### src/reset_stretch.sv
// ##########################################################
// Core reset follows reset_button and is held for
// 2^RESET_STRETCH_BITS cycles after its release
// ##########################################################
`timescale 1ns/1ps

module reset_stretch #(
   parameter int RESET_STRETCH_BITS = 4
) (
   input  logic clk,
   input  logic reset_button,
   output logic core_reset
);

   logic [RESET_STRETCH_BITS-1:0] stretch_cnt;  // Cycles since release
   logic                          stretch_done; // Counter saturated
   logic                          stretch_q;    // Registered part of core reset

   assign stretch_done = &stretch_cnt;

   always_ff @(posedge clk)
   begin
      if (reset_button)
      begin
         stretch_cnt <= '0;
         stretch_q   <= 1'b1;
      end
      else
      begin
         if (!stretch_done)
            stretch_cnt <= stretch_cnt + 1'b1; // Saturates at all ones
         stretch_q <= ~stretch_done; // Falls on the edge after saturation
      end
   end

   // Button reaches the core without waiting for an edge
   assign core_reset = reset_button | stretch_q;

endmodule

### config.mk
export PLATFORM = sky130hd
export DESIGN_NAME = reset_stretch
export DESIGN_NICKNAME = d
export VERILOG_FILES = /design/src/reset_stretch.sv
export SDC_FILE = /design/constraint.sdc
export NUM_CORES = 1
export LEC_CHECK = 0
export BUFFER_PORTS_ARGS = -buffer_cell sky130_fd_sc_hd__buf_2
export CORE_AREA = 3 3 40 42
export CTS_BUF_LIST = sky130_fd_sc_hd__clkbuf_8
export DETAILED_ROUTE_END_ITERATION = 8
export DIE_AREA = 0 0 43 45
export HOLD_SLACK_MARGIN = 0.06
export PLACE_DENSITY_LB_ADDON = 0.05
export SYNTH_ARGS = -nofsm -noshare
export SYNTH_HDL_FRONTEND = slang
export SYNTH_SLANG_ARGS = --single-unit
### constraint.sdc
create_clock -name clk -period 1 [get_ports clk]
set_input_delay 0.05 -clock clk [delete_from_list [all_inputs] [get_ports clk]]
set_output_delay 0.05 -clock clk [all_outputs]
set_load 0.03 [all_outputs]
==> results list <==
- Area growth from synthesis to layout: 52.25%
- In the post-synthesis netlist, the biggest area contributors are sky130_fd_sc_hd__dfxtp_1 45%, sky130_fd_sc_hd__nand2b_1 8.4%, sky130_fd_sc_hd__a211oi_2 5.6%.
- Portion of synthesized cell area occupied by the leading cell type: between 40 and 50%
* Sum of buffers and inverters on the critical path: 0
* Required time of the critical path: ~1.1 ns
- In the final layout, the multi-input gates occupy around 140 um^2.
* Cell Area, Synth: ~220 um^2
- Summed over all layers, the global routing overflow is 0.
* Util after Layout: a little over a quarter
* Setup repair after global routing missed its margin: true
- Launching element type of the critical path: flop
* First-pass GRT wire length: around 830 um
- In this design, the stage delay of the slowest critical-path cell is between 0.3 and 0.4 ns.
- Total of buffers placed on input and output ports: 2
* Number of instances in the synthesized netlist: 21
- The via count of the first global-routing pass came to 188.
- Cell Chain, Critical Path: ha_4, and3_4, mux2i_1
* Final non-filler cell total: 44
* TritonCTS clock tree: done
- Summing the areas of all and, or, nand and nor instances in the mapped netlist gives 30.34% of the synthesized area.
- Arrival time reported for the critical path endpoint: about 1.1 ns
- Number of hold-repair buffers added at the cts stage: 0
- Clock sink count: 5
- The max-slew violation count is 0.
- The number of failing hold endpoints at the final stage came to 0.
- Worst-case clock skew: about 0.0017 ns
* Number of DRC violations after detailed-routing iteration 0: 1
* Floorplan row count: 13
- In the routed design, unresolved DRC markers number 0.
* Largest family of logic cells by synthesized area: simple AND/OR/NAND/NOR gates
- Compound-gate portion of the synthesized area: between 10 and 15%
* Fraction of synthesized cell area in xor and xnor cells: 0%
* Global-route met1 utilization: slightly above 7%
- The kind of cell with the highest combined delay along the critical path is flip-flops.
- In this run the tightest slew margin relative to its limit is 85.41%.
- Slew @ Worst Pin: 0.2186 ns
- For met2 alone, demand over resource in global routing was 8.383%.
* Cell variety after synth: 15
- Number of nets with antenna violations after detailed routing: 0
- The worst path in the final design needs a cycle of between 0.9 and 1 ns, including I/O delays and setup.
- All-Layer GR Usage: under 10%
- Setup violations remaining at the end of the flow were counted as 0.
- For this block, the routed nets add up to about 480 um of wire.
* Adder and majority gate portion of the synthesized area: 5.618%
- The flow ran to the end, and the final reports show no timing, DRC or antenna violations.
- The initial antenna violation count came to 0.
* Die area: just under 2000 um^2
* Horiz. Die Dim: 43 um
* FF+latch area: ~100 um^2
- Synthesis produced a netlist with a net count of 24.
* Ratio of cells with drive above 1 in the final layout: a little over 50%
- Number of fillers in the final layout: roughly 150
- Post CTS Setup Buffer Count: 0
- Starting utilization of the core area: between 10% and 20%
- Max frequency: 1044 MHz
- Synthesis inferred 5 register bits.
* Seq/Total Area, Yosys: between 40% and 50%
- The core region is between 1000 and 1500 um^2.
- Worst-path fanout max: 6
- Synthesized area divided by synthesized cell count: roughly 11 um^2
* Met3 layer usage reported by global route: under 10%
- Once placement completed, the tool counted placed cells totaling 40.
- Final routed wire length divided by cell count: between 10 and 15 um
* Number of antenna cells inserted: 0
- For this block, the via count after detailed routing is between 150 and 200.
* Clock-pin transition on the worst setup and hold timing paths: about 0.040 ns
- During I/O placement, the number of pins put on the boundary was 3.
* Slowest stage cell, crit path: sky130_fd_sc_hd__dfxtp_2
- Total negative setup slack: 0 ns
- The tree is rooted in a sky130_fd_sc_hd__clkbuf_8.
* Cell leakage power: between 0.0001 and 0.00015 uW
* Path class of the lowest-slack min-delay path: input port to flop
- Across the VDD grid, the largest voltage drop is 588.4 uV.
- In this run the number of H-tree levels came out at 1.
- In this run, CTS created clock tree buffers numbering 3.
- For this run, the number of Yosys warnings is 0.
* Pin count of the biggest net entering global routing: 8
- In this run the power density over the cells is roughly 1900 nW/um^2.
- Kind of end point of the critical path: flop
- The global routing stage identified its most utilized layer as met2.
* Count of max-cap constraint violations: 0
- After synthesis, the share of cell area in mux cells is 4.494%.
- Weighted congestion reported at the end of routability-driven placement: about 0.62
- After layout, the worst path uses 95.78% of the clock period.
- In the routed layout, each cell is associated on average with a via count of 4.295.
- In this run the deepest clock path goes through 2 buffers.
- The die is 45 um tall.
- DR pass1 iterations: 2
* Path type of the worst setup path: flop to flop
- The net count of the finished layout is 33.
- At the later pin of the worst-skew pair, clock insertion delay measures between 0.2 and 0.25 ns.
- The finished cells cover ~340 um^2.
- The largest total area in the synthesized netlist belongs to sky130_fd_sc_hd__dfxtp_1.
- In this run the cell area measured after placement is 271.5 um^2.
-- metrics by stage --
stage / total power (uW) / hold WS, ns / worst slack, ns
floorplan: 246.3 / 0.1117 / 0.004680
global placement: 267.9 / 0.3097 / -0.01184
detailed placement: 269.7 / 0.3139 / -0.01934
CTS: 653.3 / 0.08511 / 0.0007024
global route: 682.3 / 0.09509 / -0.02115
finish: 641.1 / 0.08126 / 0.04224
-- final cells by class --
type | instances | share of cell area, %
Multi-Input combinational cell | 16 | 41.70
Sequential cell | 5 | 30.26
Clock buffer | 3 | 12.18
Timing Repair Buffer | 4 | 9.225
Tap cell | 15 | 5.535
Clock inverter | 1 | 1.107
-- cell usage in the layout, fill, tap and decap left out --
master	netlist	final
sky130_fd_sc_hd__a211oi_2	1	1
sky130_fd_sc_hd__a31oi_1	1	1
sky130_fd_sc_hd__nor3_1	1	1
sky130_fd_sc_hd__buf_2	0	1
sky130_fd_sc_hd__ha_4	0	1
sky130_fd_sc_hd__and3_4	0	1
sky130_fd_sc_hd__a31o_2	1	1
sky130_fd_sc_hd__dfxtp_2	0	2
sky130_fd_sc_hd__mux2i_1	1	1
sky130_fd_sc_hd__buf_6	0	1
sky130_fd_sc_hd__inv_1	0	1
sky130_fd_sc_hd__and4b_1	1	1
sky130_fd_sc_hd__nand2b_1	3	3
sky130_fd_sc_hd__dfxtp_1	5	3
sky130_fd_sc_hd__nand4_1	1	1
sky130_fd_sc_hd__clkbuf_8	0	3
sky130_fd_sc_hd__buf_4	0	2
sky130_fd_sc_hd__a21oi_1	1	1
sky130_fd_sc_hd__and3b_2	1	1
sky130_fd_sc_hd__nor2_1	1	1
sky130_fd_sc_hd__or2_4	0	1
-- sequential cells by signal, indices dropped and copies added (netlist names) --
name	cells
stretch_cnt	4
stretch_q	1
-- layer usage --
layer / share of wire (%) / wire [um] / vias to the layer above
li1: - / - / 95
met1: 45 / 215 / 85
met2: 45 / 213 / 5
met3: 7.3 / 35 / 4
met4: 2.9 / 14 / 0
met5: 0 / 0 / -
-- report_power, final --
| group | total (uW) | internal, uW | switching, uW |
|---|---|---|---|
| combinational | 48.8 | 28.0 | 20.8 |
| clock | 368 | 264 | 104 |
| sequential | 224 | 213 | 11.9 |
-- path summary, 6_finish.rpt --
path	depth (start not counted)	from	slack, ns	to
hold reg to reg	2	stretch_cnt[3]	0.56	stretch_cnt[0]
hold / removal	2	reset_button	0.08	stretch_cnt[3]
setup / recovery	3	stretch_cnt[0]	0.04	stretch_cnt[1]
setup reg to reg	3	stretch_cnt[0]	0.04	stretch_cnt[1]
-- cells by family (layout without fill, tap and decap cells) --
| logic type | after synthesis | after routing |
|---|---|---|
| and+or+nand+nor | 10 | 10 |
| AOI/OAI and AO/OA | 4 | 4 |
| DFF | 5 | 5 |
| muxes | 1 | 1 |
| buffers and inverters | 0 | 8 |
| adders and majority gates | 1 | 1 |
-- cell usage after synthesis --
master	instances
sky130_fd_sc_hd__dfxtp_1	5
sky130_fd_sc_hd__nand2b_1	3
sky130_fd_sc_hd__a211oi_2	1
sky130_fd_sc_hd__a21oi_1	1
sky130_fd_sc_hd__a31o_2	1
sky130_fd_sc_hd__a31oi_1	1
sky130_fd_sc_hd__and3_2	1
sky130_fd_sc_hd__and3b_2	1
sky130_fd_sc_hd__and4b_1	1
sky130_fd_sc_hd__ha_1	1
sky130_fd_sc_hd__mux2i_1	1
sky130_fd_sc_hd__nand4_1	1
sky130_fd_sc_hd__nor2_1	1
sky130_fd_sc_hd__nor3_1	1
sky130_fd_sc_hd__or2_2	1
-- repair_timing --
item	4_1_cts	5_1_grt
pin swaps	0	2
gates resized for setup	3	2
endpoints found under the setup margin	3	3
cloned	0	0
Power figures use the tool's default switching activity.
