**src/playground_pkg.sv**
```systemverilog
// ##########################################################
// Bus, register and region types shared by the subsystem
// IO select bits must stay below bit 28, the region field
// ##########################################################

package playground_pkg;

   // Bus widths
   typedef logic [31:0] word_t;      // Address or data word
   typedef logic [3:0]  byte_mask_t; // Write byte mask, nonzero means write

   // Memory map, region lives in address bits 31..28
   typedef logic [3:0] region_t;

   localparam region_t REGION_RAM = 4'h0; // 0x0000_0000
   localparam region_t REGION_IO  = 4'h4; // 0x4000_0000

   // IO modifier from address bits 3..2
   typedef logic [1:0] io_op_t;

   localparam io_op_t IO_OP_WRITE  = 2'd0; // Plain write, +0
   localparam io_op_t IO_OP_CLEAR  = 2'd1; // Clear bits set in data, +4
   localparam io_op_t IO_OP_SET    = 2'd2; // Set bits, +8
   localparam io_op_t IO_OP_TOGGLE = 2'd3; // Flip bits, +12

   // Peripheral register types
   typedef logic [7:0]  gpio_t;      // GPIO port
   typedef logic [2:0]  led_bits_t;  // [0] red, [1] green, [2] blue
   typedef logic [15:0] sdm_level_t; // Brightness level or phase

   // One-hot IO register select bits
   // Several bits at once read back ORed and write all selected registers
   localparam int IO_BIT_GPIO_IN   = 4;  // R   GPIO input, registered once
   localparam int IO_BIT_GPIO_OUT  = 5;  // RW  GPIO output
   localparam int IO_BIT_GPIO_DIR  = 6;  // RW  GPIO direction
   localparam int IO_BIT_LEDS      = 8;  // RW  Plain LED bits
   localparam int IO_BIT_SDM_RED   = 9;  // RW  Red modulator level
   localparam int IO_BIT_SDM_GREEN = 10; // RW  Green modulator level
   localparam int IO_BIT_SDM_BLUE  = 11; // RW  Blue modulator level
   localparam int IO_BIT_TICKS     = 18; // RW  Timer count
   localparam int IO_BIT_RELOAD    = 19; // RW  Timer reload value

   // Bits 7, 12..17 and 20..27 are unused
   // A read of them alone returns zero

endpackage
```
**src/led_sdm.sv**
```systemverilog
// ##########################################################
// Three first-order sigma-delta channels, duty = level/65536
// Plain LED bits force their pin on
// ##########################################################
`timescale 1ns/1ps

module led_sdm (
   input  logic                       clk,
   input  logic                       reset,
   input  playground_pkg::led_bits_t  led_bits,
   input  playground_pkg::sdm_level_t level_red,
   input  playground_pkg::sdm_level_t level_green,
   input  playground_pkg::sdm_level_t level_blue,
   output logic                       led_red,
   output logic                       led_green,
   output logic                       led_blue
);

   import playground_pkg::*;

   sdm_level_t  level [3];     // Index 0 red, 1 green, 2 blue
   sdm_level_t  phase [3];     // Phase accumulators
   logic [16:0] phase_sum [3]; // Next phase with carry
   logic [2:0]  carry_q;       // Registered carries

   assign level[0] = level_red;
   assign level[1] = level_green;
   assign level[2] = level_blue;

   always_comb
   begin
      for (int i = 0; i < 3; i++)
         phase_sum[i] = {1'b0, phase[i]} + {1'b0, level[i]};
   end

   always_ff @(posedge clk)
   begin
      if (reset)
      begin
         for (int i = 0; i < 3; i++)
            phase[i] <= '0;
         carry_q <= '0;
      end
      else
      begin
         for (int i = 0; i < 3; i++)
         begin
            phase[i]   <= phase_sum[i][15:0];
            carry_q[i] <= phase_sum[i][16]; // One pulse per 65536 of level
         end
      end
   end

   assign led_red   = led_bits[0] | carry_q[0];
   assign led_green = led_bits[1] | carry_q[1];
   assign led_blue  = led_bits[2] | carry_q[2];

endmodule

```
**config.mk**
```make
export PLATFORM = sky130hd
export DESIGN_NAME = led_sdm
export DESIGN_NICKNAME = d
export VERILOG_FILES = /design/src/playground_pkg.sv /design/src/led_sdm.sv
export SDC_FILE = /design/constraint.sdc
export NUM_CORES = 1
export LEC_CHECK = 0
export ABC_AREA = 1
export BUFFER_PORTS_ARGS = -buffer_cell sky130_fd_sc_hd__buf_2
export CAP_MARGIN = 20
export CORE_UTILIZATION = 55
export DETAILED_ROUTE_END_ITERATION = 10
export PLACE_DENSITY = 0.77
export SETUP_SLACK_MARGIN = 0.5
export SLEW_MARGIN = 20
export SYNTH_ARGS = -nofsm -noshare
export SYNTH_HDL_FRONTEND = slang
export SYNTH_SLANG_ARGS = --single-unit
```
**constraint.sdc**
```tcl
create_clock -name clk -period 4.8 [get_ports clk]
set_input_delay 0.72 -clock clk [delete_from_list [all_inputs] [get_ports clk]]
set_output_delay 0.72 -clock clk [all_outputs]
set_load 0.02 [all_outputs]
```
==> results.py <==
metrics = {
    "status": {
        "status": "complete, no violations",
    },
    "setup_path": {
        "cpPeakStageDelay_ps": 280,
        "ff2ff_setup_slack_ps": 3070,
        "crit_required_ps": 4080,
        "arrival_ps": 1260,
        "critPathKind": "input port to output port",
        "critPathMaxFanout": 1,
        "cpMaxStageDelayCell": "or2_2",
        "cpMostUsedCell": "buf_2",
        "worstReg2RegEnd": "phase[0][28]",
        "rr_worst_depth": 8,
        "critPathLaunchType": "input port",
        "crit_chain": "buf_2 -> or2_2 -> buf_2",
        "rr_startpoint": "phase[0][16]",
        "cp-end-kind": "output port",
    },
    "sta": {
        "slew_violations": 0,
        "setup_viol": 0,
        "skew_ps": 7.01,
        "hold_viol": 0,
        "slew_headroom_pct": 50.4,
        "tns_ps": 0,
        "finalCritPeriodShare_pct": 41.1,
        "min_period_ps": 1980,
        "rsz0062_at_grt": "false",
        "timing.final.ws_setup_ps": 2820,
        "tightestPinTransition_ps": 742,
        "max_freq_mhz": 506,
    },
    "worst_hold_path": {
        "hp-class": "flip-flop to flip-flop",
        "hold_path_depth": 3,
        "whs_endpoint": "phase[0][32]",
        "worstHoldStart": "phase[0][32]",
    },
    "global_routing": {
        "overflow": 0,
        "grt_start_max_net_pins": 43,
        "grt_pass1_wl_um": 15400,
        "track_usage_pct": 24.8,
        "first_global_vias": 3776,
        "grt_antenna_before_repair": 0,
    },
    "clock_tree": {
        "postCtsSetupBuffers": 0,
        "clock_latency_ps": 310,
        "clk_pin_slew_ps": 90,
        "cts_hold_buffers": 0,
        "cts_buffer_depth": 2,
        "postCtsResizedCells": 0,
        "cts.sinks": 51,
        "cts_root_buf": "clkbuf_8",
        "cts_buffers": 5,
        "tritoncts": "yes",
        "htreeDepth": 2,
    },
    "floorplan": {
        "die_h_um": 88.2,
        "die_width_um": 88.2,
        "die_area_mm2": 0.00778,
        "fp.coreArea_mm2": 0.00721,
        "row_count": 31,
        "start_util_pct": 56.7,
        "io_pins": 56,
    },
    "logic_synthesis": {
        "synthMuxAreaShare_pct": 0,
        "synth_fa_ha_area_share_pct": 16.2,
        "synth_cells": 679,
        "synth-compound-area-share_pct": 7.84,
        "avgSynthCellArea_um2": 6.02,
        "postSynthRegisterBits": 51,
        "synth_warnings": 0,
        "synth_top_family_by_area": "simple AND/OR/NAND/NOR gates",
        "synth_xor_xnor_area_share_pct": 0,
        "synthesis.area_mm2": 0.00409,
        "synth_fp_nets": 783,
        "yosysSeqAreaShare_pct": 25.0,
        "synthSimpleGateAreaFrac_pct": 39.1,
        "synthDistinctLibCells": 24,
    },
    "final_layout": {
        "final_nets": 840,
        "diodes": 0,
        "drive_gt1_share_pct": 11.4,
        "area_growth_pct": 12.1,
    },
    "drt": {
        "totalWireLength_um": 8960,
        "wire_per_inst_um": 10.7,
        "viasPerCell": 4.88,
        "drt_iter0_markers": 138,
        "drc": 0,
        "drt_first_pass_iters": 4,
        "vias": 4083,
        "ant_nets": 0,
    },
    "flow_run": {
        "cap_viol_max_count": 0,
    },
    "place": {
        "dp_slack_ps": 2550,
        "routabilityCongestion": 0.871,
        "hpwl_um": 7140,
        "portBuffers": 55,
    },
    "power": {
        "p_leak_uw": 0.00277,
        "p_per_area_mw_per_mm2": 444,
        "ir_worst_vdd_mv": 0.202,
    },
}
cell type report:
cell class	count	area (um2)
Fill cell	732	2630
Multi-Input combinational cell	500	2580
Sequential cell	51	1020
Inverter	123	462
Timing Repair Buffer	55	275
Tap cell	99	124
Clock buffer	6	82.6
Clock inverter	2	35.0
how the worst max path moves through the flow:
stage / startpoint / endpoint / slack, ps / depth (start not counted)
floorplan: level_green[0] / phase[0][28] / 2820 / 8
global placement: level_red[0] / carry_q[0] / 2610 / 9
detailed placement: level_red[0] / carry_q[0] / 2550 / 9
CTS: led_bits[1] / led_green / 2820 / 3
global route: level_blue[0] / phase[0][44] / 2720 / 10
finish: led_bits[1] / led_green / 2820 / 3
report_power, final:
part           switching (uW)  internal, uW
combinational             708           407
sequential               45.3           550
clock                     154           169
Yosys cell counts, drive strengths merged:
master  instances  area, um2
ha             48        601
a21oi          48        240
buf             4       20.0
nand3          38        205
and2            3       20.0
inv           123        462
nor3            7       55.1
o21ai          16       80.1
nand2         245        937
nand3b          4       30.0
clkbuf          1       3.75
nor2           81        309
fa              3       60.1
dfxtp          51       1020
or2             7       43.8
flip-flops by register name, summed over array words and instances (netlist names):
| name | count |
|---|---|
| phase | 48 |
| carry_q | 3 |
cells in the final DEF (no fill, tap or decap), drive strengths merged:
cell,netlist,layout
and2,3,3
ha,48,48
clkinv,0,1
inv,123,123
bufinv,0,1
or2,7,7
nand3,38,38
nand3b,4,4
dfxtp,51,51
fa,3,3
o21ai,16,16
nor3,7,7
a21oi,48,48
nor2,81,81
clkbuf,1,6
buf,4,55
nand2,245,245
routing by layer:
metal / up-vias / share of wire [%] / global-route usage [%]
met1: 1792 / 46 / 30.0
met2: 82 / 48 / 44.7
met4: 0 / 1.7 / 7.77
met5: - / 0 / 0
met3: 13 / 3.9 / 4.20
li1: 2196 / - / -
stage by stage:
step | area (um2) | hold WS, ps | util [%] | std cells | total power, uW
2_1_floorplan | 4090 | 519 | - | 679 | 1470
3_3_place_gp | 4460 | 528 | 61.9 | 828 | 1670
3_5_place_dp | 4460 | 537 | 61.9 | 828 | 1710
4_1_cts | 4580 | 561 | 63.5 | 836 | 2040
5_1_grt | 4580 | 575 | 63.5 | 836 | 2260
6_report | 4580 | 555 | 63.5 | 836 | 2030
logic make-up after synthesis:
logic type,count (synthesis)
AND/OR/NAND/NOR,385
buffers and inverters,128
AO/OA/AOI/OAI,64
adder cells (fa/ha/maj),51
flip-flops,51
worst max-delay path, delay by kind of cell:
kind	cells	cell delay, ps
and+or+nand+nor	1	280
buffers and inverters	2	250
Note: power is estimated with default switching activity, not from simulation.
