<file path="config.mk">
export PLATFORM = sky130hd
export DESIGN_NAME = io_regs
export DESIGN_NICKNAME = d
export VERILOG_FILES = /design/src/playground_pkg.sv /design/src/io_regs.sv
export SDC_FILE = /design/constraint.sdc
export NUM_CORES = 1
export LEC_CHECK = 0
export BUFFER_PORTS_ARGS = -buffer_cell sky130_fd_sc_hd__buf_2
export CAP_MARGIN = 20
export CORE_AREA = 2 2 110 112
export DETAILED_ROUTE_END_ITERATION = 10
export DIE_AREA = 0 0 112 114
export PLACE_DENSITY = 0.78
export SLEW_MARGIN = 20
export SYNTH_ARGS = -nofsm -noshare
export SYNTH_HDL_FRONTEND = slang
export SYNTH_SLANG_ARGS = --single-unit
</file>
<file path="constraint.sdc">
create_clock -name clk -period 2.6 [get_ports clk]
set_input_delay 0.39 -clock clk [delete_from_list [all_inputs] [get_ports clk]]
set_output_delay 0.39 -clock clk [all_outputs]
set_load 0.05 [all_outputs]
</file>
<file path="src/playground_pkg.sv">
// ##########################################################
// Bus, register and region types shared by the subsystem
// IO select bits must stay below bit 28, the region field
// ##########################################################

package playground_pkg;

   // Bus widths
   typedef logic [31:0] word_t;      // Address or data word
   typedef logic [3:0]  byte_mask_t; // Write byte mask, nonzero means write

   // Memory map, region lives in address bits 31..28
   typedef logic [3:0] region_t;

   localparam region_t REGION_RAM = 4'h0; // 0x0000_0000
   localparam region_t REGION_IO  = 4'h4; // 0x4000_0000

   // IO modifier from address bits 3..2
   typedef logic [1:0] io_op_t;

   localparam io_op_t IO_OP_WRITE  = 2'd0; // Plain write, +0
   localparam io_op_t IO_OP_CLEAR  = 2'd1; // Clear bits set in data, +4
   localparam io_op_t IO_OP_SET    = 2'd2; // Set bits, +8
   localparam io_op_t IO_OP_TOGGLE = 2'd3; // Flip bits, +12

   // Peripheral register types
   typedef logic [7:0]  gpio_t;      // GPIO port
   typedef logic [2:0]  led_bits_t;  // [0] red, [1] green, [2] blue
   typedef logic [15:0] sdm_level_t; // Brightness level or phase

   // One-hot IO register select bits
   // Several bits at once read back ORed and write all selected registers
   localparam int IO_BIT_GPIO_IN   = 4;  // R   GPIO input, registered once
   localparam int IO_BIT_GPIO_OUT  = 5;  // RW  GPIO output
   localparam int IO_BIT_GPIO_DIR  = 6;  // RW  GPIO direction
   localparam int IO_BIT_LEDS      = 8;  // RW  Plain LED bits
   localparam int IO_BIT_SDM_RED   = 9;  // RW  Red modulator level
   localparam int IO_BIT_SDM_GREEN = 10; // RW  Green modulator level
   localparam int IO_BIT_SDM_BLUE  = 11; // RW  Blue modulator level
   localparam int IO_BIT_TICKS     = 18; // RW  Timer count
   localparam int IO_BIT_RELOAD    = 19; // RW  Timer reload value

   // Bits 7, 12..17 and 20..27 are unused
   // A read of them alone returns zero

endpackage
</file>
<file path="src/io_regs.sv">
// ##########################################################
// One-hot IO registers, word writes only, byte mask ignored
// Read value is captured on io_rstrb and held until the next
// ##########################################################
`timescale 1ns/1ps

module io_regs (
   input  logic                       clk,
   input  logic                       reset,
   input  logic                       io_wstrb,
   input  logic                       io_rstrb,
   input  playground_pkg::word_t      mem_address,
   input  playground_pkg::word_t      mem_wdata,
   input  playground_pkg::gpio_t      gpio_in,
   input  playground_pkg::word_t      ticks,
   input  playground_pkg::word_t      reload,
   output playground_pkg::word_t      io_rdata,
   output playground_pkg::gpio_t      gpio_out,
   output playground_pkg::gpio_t      gpio_dir,
   output playground_pkg::led_bits_t  led_bits,
   output playground_pkg::sdm_level_t level_red,
   output playground_pkg::sdm_level_t level_green,
   output playground_pkg::sdm_level_t level_blue,
   output logic                       ticks_wr,
   output logic                       reload_wr
);

   import playground_pkg::*;

   gpio_t  gpio_in_q; // Input pins, one register stage
   word_t  rd_value;  // Combined read value of the selected registers
   word_t  mod_value; // Write data after the modifier
   io_op_t op;        // Write, clear, set or toggle

   always_ff @(posedge clk)
   begin
      gpio_in_q <= gpio_in;
   end

   // OR of all selected registers
   always_comb
   begin
      rd_value = '0;
      if (mem_address[IO_BIT_GPIO_IN])   rd_value |= word_t'(gpio_in_q);
      if (mem_address[IO_BIT_GPIO_OUT])  rd_value |= word_t'(gpio_out);
      if (mem_address[IO_BIT_GPIO_DIR])  rd_value |= word_t'(gpio_dir);
      if (mem_address[IO_BIT_LEDS])      rd_value |= word_t'(led_bits);
      if (mem_address[IO_BIT_SDM_RED])   rd_value |= word_t'(level_red);
      if (mem_address[IO_BIT_SDM_GREEN]) rd_value |= word_t'(level_green);
      if (mem_address[IO_BIT_SDM_BLUE])  rd_value |= word_t'(level_blue);
      if (mem_address[IO_BIT_TICKS])     rd_value |= ticks;
      if (mem_address[IO_BIT_RELOAD])    rd_value |= reload;
   end

   assign op = mem_address[3:2];

   // Modifier works against the current read value
   always_comb
   begin
      case (op)
         IO_OP_CLEAR:  mod_value = rd_value & ~mem_wdata;
         IO_OP_SET:    mod_value = rd_value | mem_wdata;
         IO_OP_TOGGLE: mod_value = rd_value ^ mem_wdata;
         default:      mod_value = mem_wdata; // IO_OP_WRITE
      endcase
   end

   always_ff @(posedge clk)
   begin
      if (reset)
      begin
         gpio_out    <= '0;
         gpio_dir    <= '0;
         led_bits    <= '0; // All pins dark
         level_red   <= '0;
         level_green <= '0;
         level_blue  <= '0;
      end
      else if (io_wstrb)
      begin
         if (mem_address[IO_BIT_GPIO_OUT])  gpio_out    <= mod_value[7:0];
         if (mem_address[IO_BIT_GPIO_DIR])  gpio_dir    <= mod_value[7:0];
         if (mem_address[IO_BIT_LEDS])      led_bits    <= mod_value[2:0];
         if (mem_address[IO_BIT_SDM_RED])   level_red   <= mod_value[15:0];
         if (mem_address[IO_BIT_SDM_GREEN]) level_green <= mod_value[15:0];
         if (mem_address[IO_BIT_SDM_BLUE])  level_blue  <= mod_value[15:0];
      end
   end

   // Timer takes raw write data, no modifier
   assign ticks_wr  = io_wstrb & mem_address[IO_BIT_TICKS];
   assign reload_wr = io_wstrb & mem_address[IO_BIT_RELOAD];

   // Snapshot of the strobe cycle, master samples it one cycle later
   always_ff @(posedge clk)
   begin
      if (io_rstrb)
         io_rdata <= rd_value;
   end

endmodule

</file>
==> results.md <==
- Status: completed
- TritonCTS Buffers: 9
- Mapped Area: 0.00544 mm2
- FF-to-FF setup slack: 420 ps
- Worst setup path class: reg -> reg
- Slowest stage cell on the critical path: mux4_2
- Register area: 0.00246 mm2
- Clock Pin Slew Worst Setup and Hold Paths: 70 ps
- Stages on worst setup path: 7
- Post-Synth XOR/XNOR Area: 0
- Initial antenna violation count: 0
- Inserted Diodes: 0
- Gr ovfl total: 0
- Cell family with most CP delay: compound AO/OA/AOI/OAI gates
- Min cycle time layout: 2180 ps
- Mapped Nets: 702
- CP arrival: 2450 ps
- Hold WC Path Type: in -> reg
- Maximum clock path buffer count: 2
- Top-count cell post-synth: a22oi_1
- RR Endpoint: gpio_out[0]$_SDFFE_PP0P_
- Fin. max-slew vios: 0
- Max_slew headroom: 0.296
- CP cell instances: a222oi_1 -> nand3_1 -> a221oi_1 -> ha_1 -> inv_2 -> mux4_2 -> a211oi_2
- Worst setup path end: gpio_out[0]$_SDFFE_PP0P_
- Final worst path period share: 0.838
- Post-synthesis cell count: 530
- Final Setup Violations: 0
- Pre-Repair DR Iteration Count: 5
- Max frequency: 459 MHz
- Crit. End Element: flip-flop
- H-tree depth: 3
- Placer's final routability congestion estimate: ~0.92
- Pre-CTS WS: between 200 and 250 ps
- Core Area: roughly 0.012 mm2
- First-pass GRT wire length: 27500 um
- Critical Path Max Stage Delay: 510 ps
- Synth Area in Adders: 0.0736
- Largest family of logic cells by synthesized area: compound AO/OA/AOI/OAI gates
- Root cell of the clock tree: clkbuf_16
- # Post-CTS Setup Buffers: 0
- CTS tree: built
- Area of the multi-input gates: ~0.0026 mm2
- Vias in the first global route: 5316
- Primary FF master, synth: dfxtp_1
- Routed Antenna Nets: 0
- Commonest cells post-synth: a22oi_1 (84), dfxtp_1 (75), o21ai_1 (45), inv_1 (39), nand2_1 (37)
- Row cnt: 40
- Clk_lat worst skew: 350 ps
- Share of cells above drive strength 1: 0.361
- Compound-Gate Fraction of Synth Area: 0.236
- WL per Instance: between 20 and 25 um
- Register area share after synthesis: 0.453
- R2R Path Start: level_red[0]$_SDFFE_PP0P_
- EDFF count, synth: 32
- Clk_skew: 8.66 ps
- Post-synthesis register bit count: 107
- Transition time of the tightest slew-check pin: 1060 ps
- I/O pin total: 241
- PwrDens: 651 mW/mm2
- Worst Path Buf+Inv: 1
- Final nets: 890
- CTS Sinks: about 110
- GRT Total Usage: 0.276
- Die ar.: 0.0128 mm2
- Largest area contributor in the netlist: dfxtp_1
- Worst-path fanout max: 3
- DR vias: 5194
- Critical path startpoint: level_red[0]$_SDFFE_PP0P_
- Setup TNS: 0 ps
- Vias per cell: 5.97
- Die Y: 114 um
- R2R cell count: 7
- WP data required: 2870 ps
- Layout filler cell count: 1026
- Post_cts resized: 0
- Mux cell area share after synthesis: 0.0720
- Synth unique cells: 38
- Startpoint Class: flip-flop
- Drt total wl: 18200 um
- Share of Yosys cell area claimed by the top area cell type: 0.276
- Synth warn: 0
- Final core occ: 0.587
- First DRT Iteration DRCs: slightly above 400
- RSZ-0062 raised after global routing: no
- Leak: 3.17 nW
- Syn_area_per_cell: 10.3 um2
- Largest net degree at the start of global routing: 33
- Simple-gate share of the synthesized area: 0.0959
- Synth top area cells: dfxtp_1 (28%), edfxtp_1 (18%), a22oi_1 (12%), ha_1 (7.4%), o21ai_1 (4.1%)
- Number of I/O port buffers: a little over 200
- DRC Markers: 0
- Starting Density: 0.465
- P&R area growth vs syn: 26.4%
- Worst vdd ir: 0.000321 V
- Worst setup margin: 422 ps
- Cts hold-fix bufs: 0
- Width of the die: 112 um
- Final Hold Viols: 0
- Post-DP HPWL: 13000 um
- Asr flop ratio synth: 0
- MaxCap Viol Count: 0
## logic make-up (layout without fill, tap and decap cells)
kind of cell	Yosys count	after routing
buffers and inverters	81	274
and+or+nand+nor	95	95
AOI/OAI and AO/OA	181	181
DFF	107	107
adders and majority gates	32	32
muxes	34	34
## stage by stage
| step | std cells | power (mW) | hold slack, ps | cell area [um2] |
|---|---|---|---|---|
| after floorplan | 530 | 2.81 | 418 | 5440 |
| after global placement | 854 | 3.14 | 492 | 6590 |
| after detailed placement | 854 | 3.18 | 494 | 6590 |
| after CTS | 870 | 4.49 | 132 | 6880 |
| after global routing | 870 | 4.65 | 139 | 6880 |
| final | 870 | 4.48 | 135 | 6880 |
## where the power goes
part / leakage, nW / switching, mW / internal (mW)
clock network: 0.140 / 0.594 / 0.738
registers: 0.924 / 0.0813 / 1.86
logic: 2.10 / 0.853 / 0.357
total: 3.17 / 1.53 / 2.95
## area by class of cell
class                           count  share of cell area
Timing Repair Buffer              217               0.167
Clock buffer                       15              0.0406
Clock inverter                      1            0.000910
Multi-Input combinational cell    342               0.385
Sequential cell                   107               0.358
Inverter                           41              0.0224
Tap cell                          147              0.0267
## worst min-delay path by stage
stage                     depth (start not counted)                    to  startpoint
after floorplan                                   0  gpio_in_q[0]$_DFF_P_  gpio_in[0]
after global placement                            1  gpio_in_q[7]$_DFF_P_  gpio_in[7]
after detailed placement                          1  gpio_in_q[3]$_DFF_P_  gpio_in[3]
after CTS                                         1  gpio_in_q[7]$_DFF_P_  gpio_in[7]
after global routing                              1  gpio_in_q[6]$_DFF_P_  gpio_in[6]
final                                             1  gpio_in_q[7]$_DFF_P_  gpio_in[7]
## flip-flops by register name (all words and copies together) (netlist names)
register,cells
gpio_dir,8
io_rdata,32
level_red,16
led_bits,3
gpio_out,8
level_blue,16
level_green,16
gpio_in_q,8
## per-layer routing
metal / vias up / GRT usage / wire length [um] / share of wire
li1: 2386 / - / - / -
met1: 2474 / 0.330 / 7320 / 0.40
met2: 280 / 0.477 / 8770 / 0.48
met3: 54 / 0.0489 / 1380 / 0.076
met4: 0 / 0.150 / 717 / 0.039
met5: - / 0 / 0 / 0
## cells in the final DEF (no fill, tap or decap), types with 5 or more instances in the layout
| cell type | n |
|---|---|
| buf_2 | 203 |
| a22oi_1 | 84 |
| dfxtp_1 | 75 |
| o21ai_1 | 45 |
| inv_1 | 39 |
| nand2_1 | 37 |
| ha_1 | 32 |
| edfxtp_1 | 32 |
| a22o_1 | 18 |
| mux2_2 | 17 |
| mux2i_1 | 14 |
| and4_1 | 13 |
| nor2_1 | 13 |
| o221ai_1 | 13 |
| nand3b_1 | 12 |
| buf_4 | 12 |
| clkbuf_16 | 10 |
| nand3_1 | 5 |
| and2_1 | 5 |
| a21oi_1 | 5 |
## worst register-to-register path, stage by stage (launching register included)
cell and delay (ps):
dfxtp_1 340, a222oi_1 370, nand3_1 150, a221oi_1 280
ha_1 180, inv_2 30, mux4_2 510, a211oi_2 230
Power figures use the tool's default switching activity.
