===== config.mk =====
export PLATFORM = sky130hd
export DESIGN_NAME = bus_decode
export DESIGN_NICKNAME = d
export VERILOG_FILES = /design/src/playground_pkg.sv /design/src/bus_decode.sv
export SDC_FILE = /design/constraint.sdc
export NUM_CORES = 1
export LEC_CHECK = 0
export ABC_CLOCK_PERIOD_IN_PS = 1670
export BUFFER_PORTS_ARGS = -buffer_cell sky130_fd_sc_hd__buf_2
export CAP_MARGIN = 20
export CORE_AREA = 2 2 53 55
export DETAILED_ROUTE_END_ITERATION = 10
export DIE_AREA = 0 0 55 57
export PLACE_DENSITY = 0.82
export SLEW_MARGIN = 10
export SYNTH_ARGS = -nofsm -noshare
export SYNTH_HDL_FRONTEND = slang
export SYNTH_SLANG_ARGS = --single-unit

===== constraint.sdc =====
create_clock -name vclk -period 1.67
set_input_delay 0.167 -clock vclk [all_inputs]
set_output_delay 0.167 -clock vclk [all_outputs]
set_load 0.01 [all_outputs]

===== src/playground_pkg.sv =====
// ##########################################################
// Bus, register and region types shared by the subsystem
// IO select bits must stay below bit 28, the region field
// ##########################################################

package playground_pkg;

   // Bus widths
   typedef logic [31:0] word_t;      // Address or data word
   typedef logic [3:0]  byte_mask_t; // Write byte mask, nonzero means write

   // Memory map, region lives in address bits 31..28
   typedef logic [3:0] region_t;

   localparam region_t REGION_RAM = 4'h0; // 0x0000_0000
   localparam region_t REGION_IO  = 4'h4; // 0x4000_0000

   // IO modifier from address bits 3..2
   typedef logic [1:0] io_op_t;

   localparam io_op_t IO_OP_WRITE  = 2'd0; // Plain write, +0
   localparam io_op_t IO_OP_CLEAR  = 2'd1; // Clear bits set in data, +4
   localparam io_op_t IO_OP_SET    = 2'd2; // Set bits, +8
   localparam io_op_t IO_OP_TOGGLE = 2'd3; // Flip bits, +12

   // Peripheral register types
   typedef logic [7:0]  gpio_t;      // GPIO port
   typedef logic [2:0]  led_bits_t;  // [0] red, [1] green, [2] blue
   typedef logic [15:0] sdm_level_t; // Brightness level or phase

   // One-hot IO register select bits
   // Several bits at once read back ORed and write all selected registers
   localparam int IO_BIT_GPIO_IN   = 4;  // R   GPIO input, registered once
   localparam int IO_BIT_GPIO_OUT  = 5;  // RW  GPIO output
   localparam int IO_BIT_GPIO_DIR  = 6;  // RW  GPIO direction
   localparam int IO_BIT_LEDS      = 8;  // RW  Plain LED bits
   localparam int IO_BIT_SDM_RED   = 9;  // RW  Red modulator level
   localparam int IO_BIT_SDM_GREEN = 10; // RW  Green modulator level
   localparam int IO_BIT_SDM_BLUE  = 11; // RW  Blue modulator level
   localparam int IO_BIT_TICKS     = 18; // RW  Timer count
   localparam int IO_BIT_RELOAD    = 19; // RW  Timer reload value

   // Bits 7, 12..17 and 20..27 are unused
   // A read of them alone returns zero

endpackage

===== src/bus_decode.sv =====
// ##########################################################
// Only RAM and IO regions are mapped, others read zero
// Read data follows the address held after the strobe
// ##########################################################
`timescale 1ns/1ps

module bus_decode (
   input  playground_pkg::word_t      mem_address,
   input  playground_pkg::byte_mask_t mem_wmask,
   input  logic                       mem_rstrb,
   input  playground_pkg::word_t      ram_rdata,
   input  playground_pkg::word_t      io_rdata,
   output playground_pkg::byte_mask_t ram_wmask,
   output logic                       io_wstrb,
   output logic                       io_rstrb,
   output playground_pkg::word_t      mem_rdata
);

   import playground_pkg::*;

   region_t region;    // Address bits 31..28
   logic    is_ram;    // RAM region selected
   logic    is_io;     // IO region selected
   logic    mem_wstrb; // Any byte written

   assign region    = mem_address[31:28];
   assign is_ram    = (region == REGION_RAM);
   assign is_io     = (region == REGION_IO);
   assign mem_wstrb = |mem_wmask;

   // RAM keeps the byte mask
   assign ram_wmask = mem_wmask & {4{is_ram}};

   // IO registers are written as whole words
   assign io_wstrb = mem_wstrb & is_io;
   assign io_rstrb = mem_rstrb & is_io;

   // Read data mux
   // Both sources are registered, so the address held by the master
   // in the sample cycle still selects the right one
   always_comb
   begin
      mem_rdata = '0;
      if (is_ram)
         mem_rdata |= ram_rdata;
      if (is_io)
         mem_rdata |= io_rdata; // Buffered value from the strobe cycle
   end

endmodule


==> metrics.yaml, run 1 <==
critical_path:
  cpMostUsedCell: "buf_2"
  cpPeakStageDelay_ns: 0.46
  path_buf_inv: 3
  cp.depth: 5
  crit_path_end_kind: "output port"
  cp_top_family: "simple AND/OR/NAND/NOR gates"
  critical_path.endpoint: "mem_rdata[7]"
  worstSetupPathType: "in -> out"
  cp.arrival_ns: 1.22
  startpoint_type: "input pin"
  cp-startpoint: "mem_address[29]"
  critical_path.max_fanout: 19
  slowest_stage: "or3_1"
  crit_chain: "buf_2, or3_1, buf_4, nor2_1, buf_2"
  worst_ep_required_time_ns: 1.50
finish:
  fin_nets: 291
  multiInputGateArea_um2: 506.7
  syn_to_final_growth_pct: 95.67
  fin_util_pct: 43.25
  layout_common_cells: "buf_2 (111), mux2i_1 (32), nor2_1 (30), nor3b_1 (4), buf_4 (4)"
  fill_cells: 275
  drive_gt1_share_pct: 62.23
  antenna_cells: 0
  seqCellArea_um2: 0
  layout_commonest_cell: "buf_2"
  clock_buffers: 0
  numSequentialCells: 0
floorplanning:
  core_um2: 2615
  die_w_um: 55
  initial_utilization_pct: 22.11
  dieHeight_um: 57
  dieArea_um2: 3135
  pin_count: 139
  row_count: 19
pwr:
  ir_drop_uv: 87.67
  p_total_mw: 0.2205
  leakage_nw: 0.7706
  cellPowerDensity_nw_per_um2: 194.9
global_route:
  grt_max_degree: 25
  grt_pass1_wl_um: 3015
  grt-ovfl-total: 0
  grt.total_usage_pct: 11.89
  grt_pass1_vias: 787
  antenna_found_initial: 0
synthesis:
  syn_area_per_cell_um2: 7.136
  yosysSeqAreaShare_pct: 0
  syn-cell-area_um2: 578.1
  synth_nets: 182
  ys_warn_count: 0
  netlist_instances: 81
  synth.distinct_cells: 11
sta:
  min_period_over_period_pct: 83.19
  drv_slew: 0
  slew_headroom_pct: 78.14
  layout_setup_ws_ns: 0.2808
  hold_viol: 0
  max_freq_ghz: 0.7198
  worst_slew_pin_slew_ns: 0.3278
  hold_ws_ns: 0.6535
  setup_viol: 0
  fin_setup_tns_ns: 0
  period_needed_ns: 1.389
  rsz0062_at_grt: "false"
run_status:
  status: "finished, final reports clean"
job:
  drv_cap: 0
routing:
  post_drt_via_cell_ratio: 4.393
  vias: 962
  dr.pass1.iters: 3
  drc: 0
  drt-total-wl_um: 2104
  wire_per_inst_um: 9.607
  ant_nets: 0
  drtIter0Drc: 2
placement:
  dp_slack_ns: 0.2660
  numPortBuffers: 111
  place.gp.congestion: 0.6501
  hpwl_um: 1848
hold_path:
  hp-class: "in -> out"
clock_network:
  cts_resized: 0
  postCtsHoldBufs: 0
  cts_setup_buffers: 0
-- cell usage after synthesis --
cell type  count  area [µm²]
clkbuf_1       1       3.750
or4_1          1       7.510
nor3b_1        4       30.03
mux2i_1       32       320.3
buf_6          4       45.04
nor3_1         1       5.000
nor2_2         2       12.51
buf_4          3       22.52
and3_1         2       12.51
or3_1          1       6.260
nor2_1        30       112.6
-- through the flow --
step | instances | area (µm²)
finish | 219 | 1131
floorplan | 81 | 578.1
global route | 219 | 1131
CTS | 219 | 1131
global placement | 219 | 1131
detailed placement | 219 | 1131
-- per-layer routing --
metal  wire length, µm  GRT usage, %  vias to the layer above
met3               349         1.309                        0
met1               650         11.54                      404
li1                  -             -                      496
met2              1105         25.68                       62
met5                 0             0                        -
met4                 0        0.6969                        0
-- logic make-up (layout without fill, tap and decap cells) --
logic type | count (synthesis) | in the layout | synth area share (%)
and+or+nand+nor | 41 | 41 | 32.25
muxes | 32 | 32 | 55.41
buffers and inverters | 8 | 115 | 12.34
-- final cells by class --
| type | count | area share, % |
|---|---|---|
| tap | 31 | 3.429 |
| timing repair buffer | 115 | 51.77 |
| multi-input combinational | 73 | 44.80 |
-- worst min path at each step --
stage          depth (start not counted)            to  slack, ns    startpoint
6_report                               4  mem_rdata[3]       0.65  ram_rdata[3]
3_3_place_gp                           4  mem_rdata[3]       0.65  ram_rdata[3]
2_1_floorplan                          1  ram_wmask[0]       0.48  mem_wmask[0]
4_1_cts                                4  mem_rdata[3]       0.66  ram_rdata[3]
5_1_grt                                4  mem_rdata[9]       0.67  ram_rdata[9]
3_5_place_dp                           3      io_rstrb       0.66     mem_rstrb
-- where the power goes --
part | internal [mW] | switching [mW] | leakage (nW)
Clock | 0 | 0 | 0
Combinational | 0.126 | 0.0945 | 0.771
Sequential | 0 | 0 | 0
Total | 0.126 | 0.0945 | 0.771
Power figures use the tool's default switching activity.
==> inputs of run 2 (changes only) <==
- ABC_CLOCK_PERIOD_IN_PS: 1670 -> 1250
- CORE_AREA: 2 2 53 55 -> default
- CORE_MARGIN: default -> 2
- CORE_UTILIZATION: default -> 21
- DIE_AREA: 0 0 55 57 -> default
- PLACE_DENSITY: 0.82 -> 0.8
- clock period: 1.67 -> 1.25 ns (I/O delays scaled with it)
==> metrics.yaml, run 2 (synthesized netlist as in run 1, its figures left out) <==
run_status:
  status: "finished, final reports clean"
critical_path:
  critical_path.max_fanout: 17
  path_buf_inv: 3
  cp_top_family: "simple AND/OR/NAND/NOR gates"
  startpoint_type: "input pin"
  cpMostUsedCell: "buf_2"
  crit_path_end_kind: "output port"
  cp.arrival_ns: 1.08
  crit_chain: "buf_2, or3_4, buf_12, nor2_1, buf_2"
  cpPeakStageDelay_ns: 0.43
  worstSetupPathType: "in -> out"
  worst_ep_required_time_ns: 1.12
  slowest_stage: "or3_4"
floorplanning:
  dieHeight_um: 56.47
  row_count: 19
  initial_utilization_pct: 21.52
  core_um2: 2686
  pin_count: 139
  die_w_um: 56.47
  dieArea_um2: 3188
routing:
  drc: 0
  wire_per_inst_um: 9.808
  post_drt_via_cell_ratio: 4.361
  drtIter0Drc: 24
  ant_nets: 0
  drt-total-wl_um: 2148
  vias: 955
  dr.pass1.iters: 3
clock_network:
  cts_setup_buffers: 0
  postCtsHoldBufs: 0
pwr:
  ir_drop_uv: 137.4
  cellPowerDensity_nw_per_um2: 265.7
  leakage_nw: 0.7889
global_route:
  grt_max_degree: 24
  grt_pass1_wl_um: 3560
  grt_pass1_vias: 869
  grt.total_usage_pct: 12.81
  grt-ovfl-total: 0
  antenna_found_initial: 0
sta:
  setup_viol: 0
  fin_setup_tns_ns: 0
  period_needed_ns: 1.206
  max_freq_ghz: 0.8294
  min_period_over_period_pct: 96.45
  worst_slew_pin_slew_ns: 0.1656
  hold_viol: 0
  drv_slew: 0
  slew_headroom_pct: 88.65
  hold_ws_ns: 0.5715
  rsz0062_at_grt: "false"
finish:
  drive_gt1_share_pct: 62.77
  syn_to_final_growth_pct: 103.7
  antenna_cells: 0
  seqCellArea_um2: 0
  clock_buffers: 0
  layout_commonest_cell: "buf_2"
  layout_common_cells: "buf_2 (111), mux2i_1 (32), nor2_1 (30), nor3b_1 (4), buf_12 (3)"
  numSequentialCells: 0
  fin_nets: 291
placement:
  hpwl_um: 1850
  place.gp.congestion: 0.6792
  numPortBuffers: 111
hold_path:
  worstHoldEndpoint: "mem_rdata[7]"
  hold_start: "ram_rdata[7]"
  holdPathStages: 4
  hp-class: "in -> out"
job:
  drv_cap: 0
run 2: changes by cell type in the layout (fill, tap and decap cells not counted):
cell / change
buf_6: +1
buf_12: +3
buf_4: -4
or3_4: +1
or3_1: -1
run 2: metal layers:
layer	routed length, µm	global-route usage (%)
met2	1101	27.08
met3	305	2.535
met4	0	0.6803
met5	0	0
met1	740	13.04
run 2: final cells by class:
type                            instances  area [µm²]
Tap cell                               31       38.79
Multi-Input combinational cell         73       511.7
Fill cell                             284        1509
Timing Repair Buffer                  115       626.9
run 2: worst max-delay path by stage:
stage / from / end / cells past startpoint
finish: mem_address[31] / mem_rdata[4] / 5
floorplan: mem_address[29] / ram_wmask[0] / 3
CTS: mem_address[29] / mem_rdata[26] / 5
global route: mem_address[31] / mem_rdata[4] / 5
detailed placement: mem_address[29] / mem_rdata[4] / 5
global placement: mem_address[29] / mem_rdata[4] / 5
run 2: what timing repair did:
item / in CTS / in global routing
pin swaps: 0 / 1
endpoints found under the setup margin: 32 / 15
resized for setup: 2 / 3
run 2: per-stage QoR:
step                utilization (%)  std cells  setup WS (ns)  instance area [µm²]  total power, mW
finish                        43.83        219        0.04434                 1177           0.3128
global route                  43.83        219      0.0005462                 1177           0.3466
CTS                           43.36        219        0.02669                 1165           0.3131
detailed placement            43.04        219       -0.07015                 1156           0.3093
global placement              43.04        219       -0.06785                 1156           0.3022
floorplan                         -         81         0.1507                578.1           0.1541
run 2: power by group:
group / internal, mW / switching (mW) / leakage [nW]
Combinational: 0.182 / 0.131 / 0.789
Clock: 0 / 0 / 0
Sequential: 0 / 0 / 0
Total: 0.182 / 0.131 / 0.789
==> inputs of run 3 (changes only) <==
--- a/config.mk
+++ b/config.mk
@@ -9,4 +9,5 @@
 export BUFFER_PORTS_ARGS = -buffer_cell sky130_fd_sc_hd__buf_2
 export CAP_MARGIN = 20
+export CORE_ASPECT_RATIO = 1.75
 export CORE_MARGIN = 2
 export CORE_UTILIZATION = 21
==> constraint.sdc (replaced) <==
create_clock -name vclk -period 1.25
set_input_delay 0.1875 -clock vclk [all_inputs]
set_output_delay 0.1875 -clock vclk [all_outputs]
set_load 0.01 [all_outputs]
==> metrics.yaml, run 3 (synthesized netlist as in run 1, its figures left out) <==
placement:
  dp_cells: 216
  place.gp.congestion: 0.6612
  dpl_cell_area_um2: 1159
  hpwl_um: 1810
  numPortBuffers: 111
finish:
  syn_to_final_growth_pct: 115.4
  fin_cells: 217
  seqCellArea_um2: 0
  fill_cells: 268
  fin_nets: 293
  layout_commonest_cell: "buf_2"
  fin_area_um2: 1245
  antenna_cells: 0
  numSequentialCells: 0
  clock_buffers: 0
  layout_common_cells: "buf_2 (107), mux2i_1 (32), nor2_1 (22), nor2_2 (9), buf_6 (6)"
  drive_gt1_share_pct: 67.89
pwr:
  cellPowerDensity_nw_per_um2: 269.0
  leakage_nw: 0.8074
  ir_drop_uv: 187.5
routing:
  post_drt_via_cell_ratio: 4.562
  dr.pass1.iters: 4
  drt-total-wl_um: 2187
  drc: 0
  ant_nets: 0
  wire_per_inst_um: 10.08
  drtIter0Drc: 2
  vias: 990
sta:
  rsz0062_at_grt: "true"
  drv_slew: 0
  layout_setup_ws_ns: -0.07935
  period_needed_ns: 1.329
  slew_headroom_pct: 82.83
  min_period_over_period_pct: 106.3
  max_freq_ghz: 0.7522
  worst_slew_pin_slew_ns: 0.2504
  hold_viol: 0
  setup_viol: 35
floorplanning:
  dieArea_um2: 3205
  dieHeight_um: 73.41
  core_um2: 2659
  die_w_um: 43.66
  pin_count: 139
  row_count: 25
  initial_utilization_pct: 21.74
global_route:
  grt_pass1_vias: 783
  grt-ovfl-total: 0
  grt.total_usage_pct: 10.92
  grt_max_degree: 21
  grt_pass1_wl_um: 3008
  antenna_found_initial: 0
hold_path:
  worstHoldEndpoint: "mem_rdata[14]"
  holdPathStages: 4
  hold_start: "ram_rdata[14]"
  hp-class: "in -> out"
run_status:
  status: "finished with violations"
  violations: "setup timing"
critical_path:
  worstSetupPathType: "in -> out"
  cp.arrival_ns: 1.14
  worst_ep_required_time_ns: 1.06
  critical_path.max_fanout: 17
  startpoint_type: "input pin"
  crit_path_end_kind: "output port"
  cp-startpoint: "mem_address[31]"
job:
  drv_cap: 0
-- run 3: cell count changes in the layout (fill, tap and decap cells not counted) --
| cell | delta |
|---|---|
| buf_2 | -4 |
| nor2_1 | -8 |
| buf_6 | +5 |
| buf_4 | +1 |
| nor2_2 | +7 |
| or4_1 | -1 |
| nor2_4 | +1 |
| or4_4 | +1 |
-- run 3: routing by layer --
layer  track usage [%]  share of wire (%)  vias up
met4                 0               0.87        0
met5                 0                  0        -
met2             22.22                 53       73
li1                  -                  -      500
met3            0.9828                 13        2
met1             12.35                 33      415
-- run 3: repair_timing --
action / in CTS / in global routing
pin swaps: 5 / 1
setup endpoints to repair: 37 / 37
setup buffers: 0 / 1
gates resized for setup: 8 / 12
hold buffers: 0 / 0
-- run 3: worst max-delay path, cell delays in order --
cell,delay [ns]
buf_6,0.09
or3_4,0.44
buf_12,0.18
nor2_1,0.10
buf_2,0.13
-- run 3: power breakdown --
group | switching (mW) | internal, mW | leakage [nW] | total (mW)
Clock | 0 | 0 | 0 | 0
Sequential | 0 | 0 | 0 | 0
Combinational | 0.140 | 0.195 | 0.807 | 0.335
Total | 0.140 | 0.195 | 0.807 | 0.335
-- run 3: through the flow --
stage                     setup TNS (ns)  hold WS (ns)  util [%]  setup slack, ns  power (mW)
final                             -1.934        0.6966     46.82         -0.07935      0.3349
after global routing              -3.205        0.7148     46.82          -0.1333      0.3646
after CTS                         -1.867        0.6983     44.99         -0.07814      0.3228
after detailed placement          -6.447        0.6983     43.58          -0.2179      0.3106
after global placement            -6.078        0.6912     43.58          -0.2075      0.3033
after floorplan                        0        0.5202         -          0.02566      0.1541
-- run 3: area by class of cell --
| cell class | instances | area [µm²] | share of cell area, % |
|---|---|---|---|
| Tap cell | 27 | 33.78 | 2.714 |
| Timing Repair Buffer | 117 | 670.6 | 53.87 |
| Multi-Input combinational cell | 73 | 540.5 | 43.42 |
-- run 3: how the worst max path moves through the flow --
| stage | to | slack [ns] | cells past startpoint |
|---|---|---|---|
| floorplan | ram_wmask[0] | 0.03 | 3 |
| global placement | mem_rdata[17] | -0.21 | 5 |
| detailed placement | mem_rdata[17] | -0.22 | 5 |
| CTS | mem_rdata[17] | -0.08 | 5 |
| global route | mem_rdata[28] | -0.13 | 5 |
| finish | mem_rdata[22] | -0.08 | 5 |
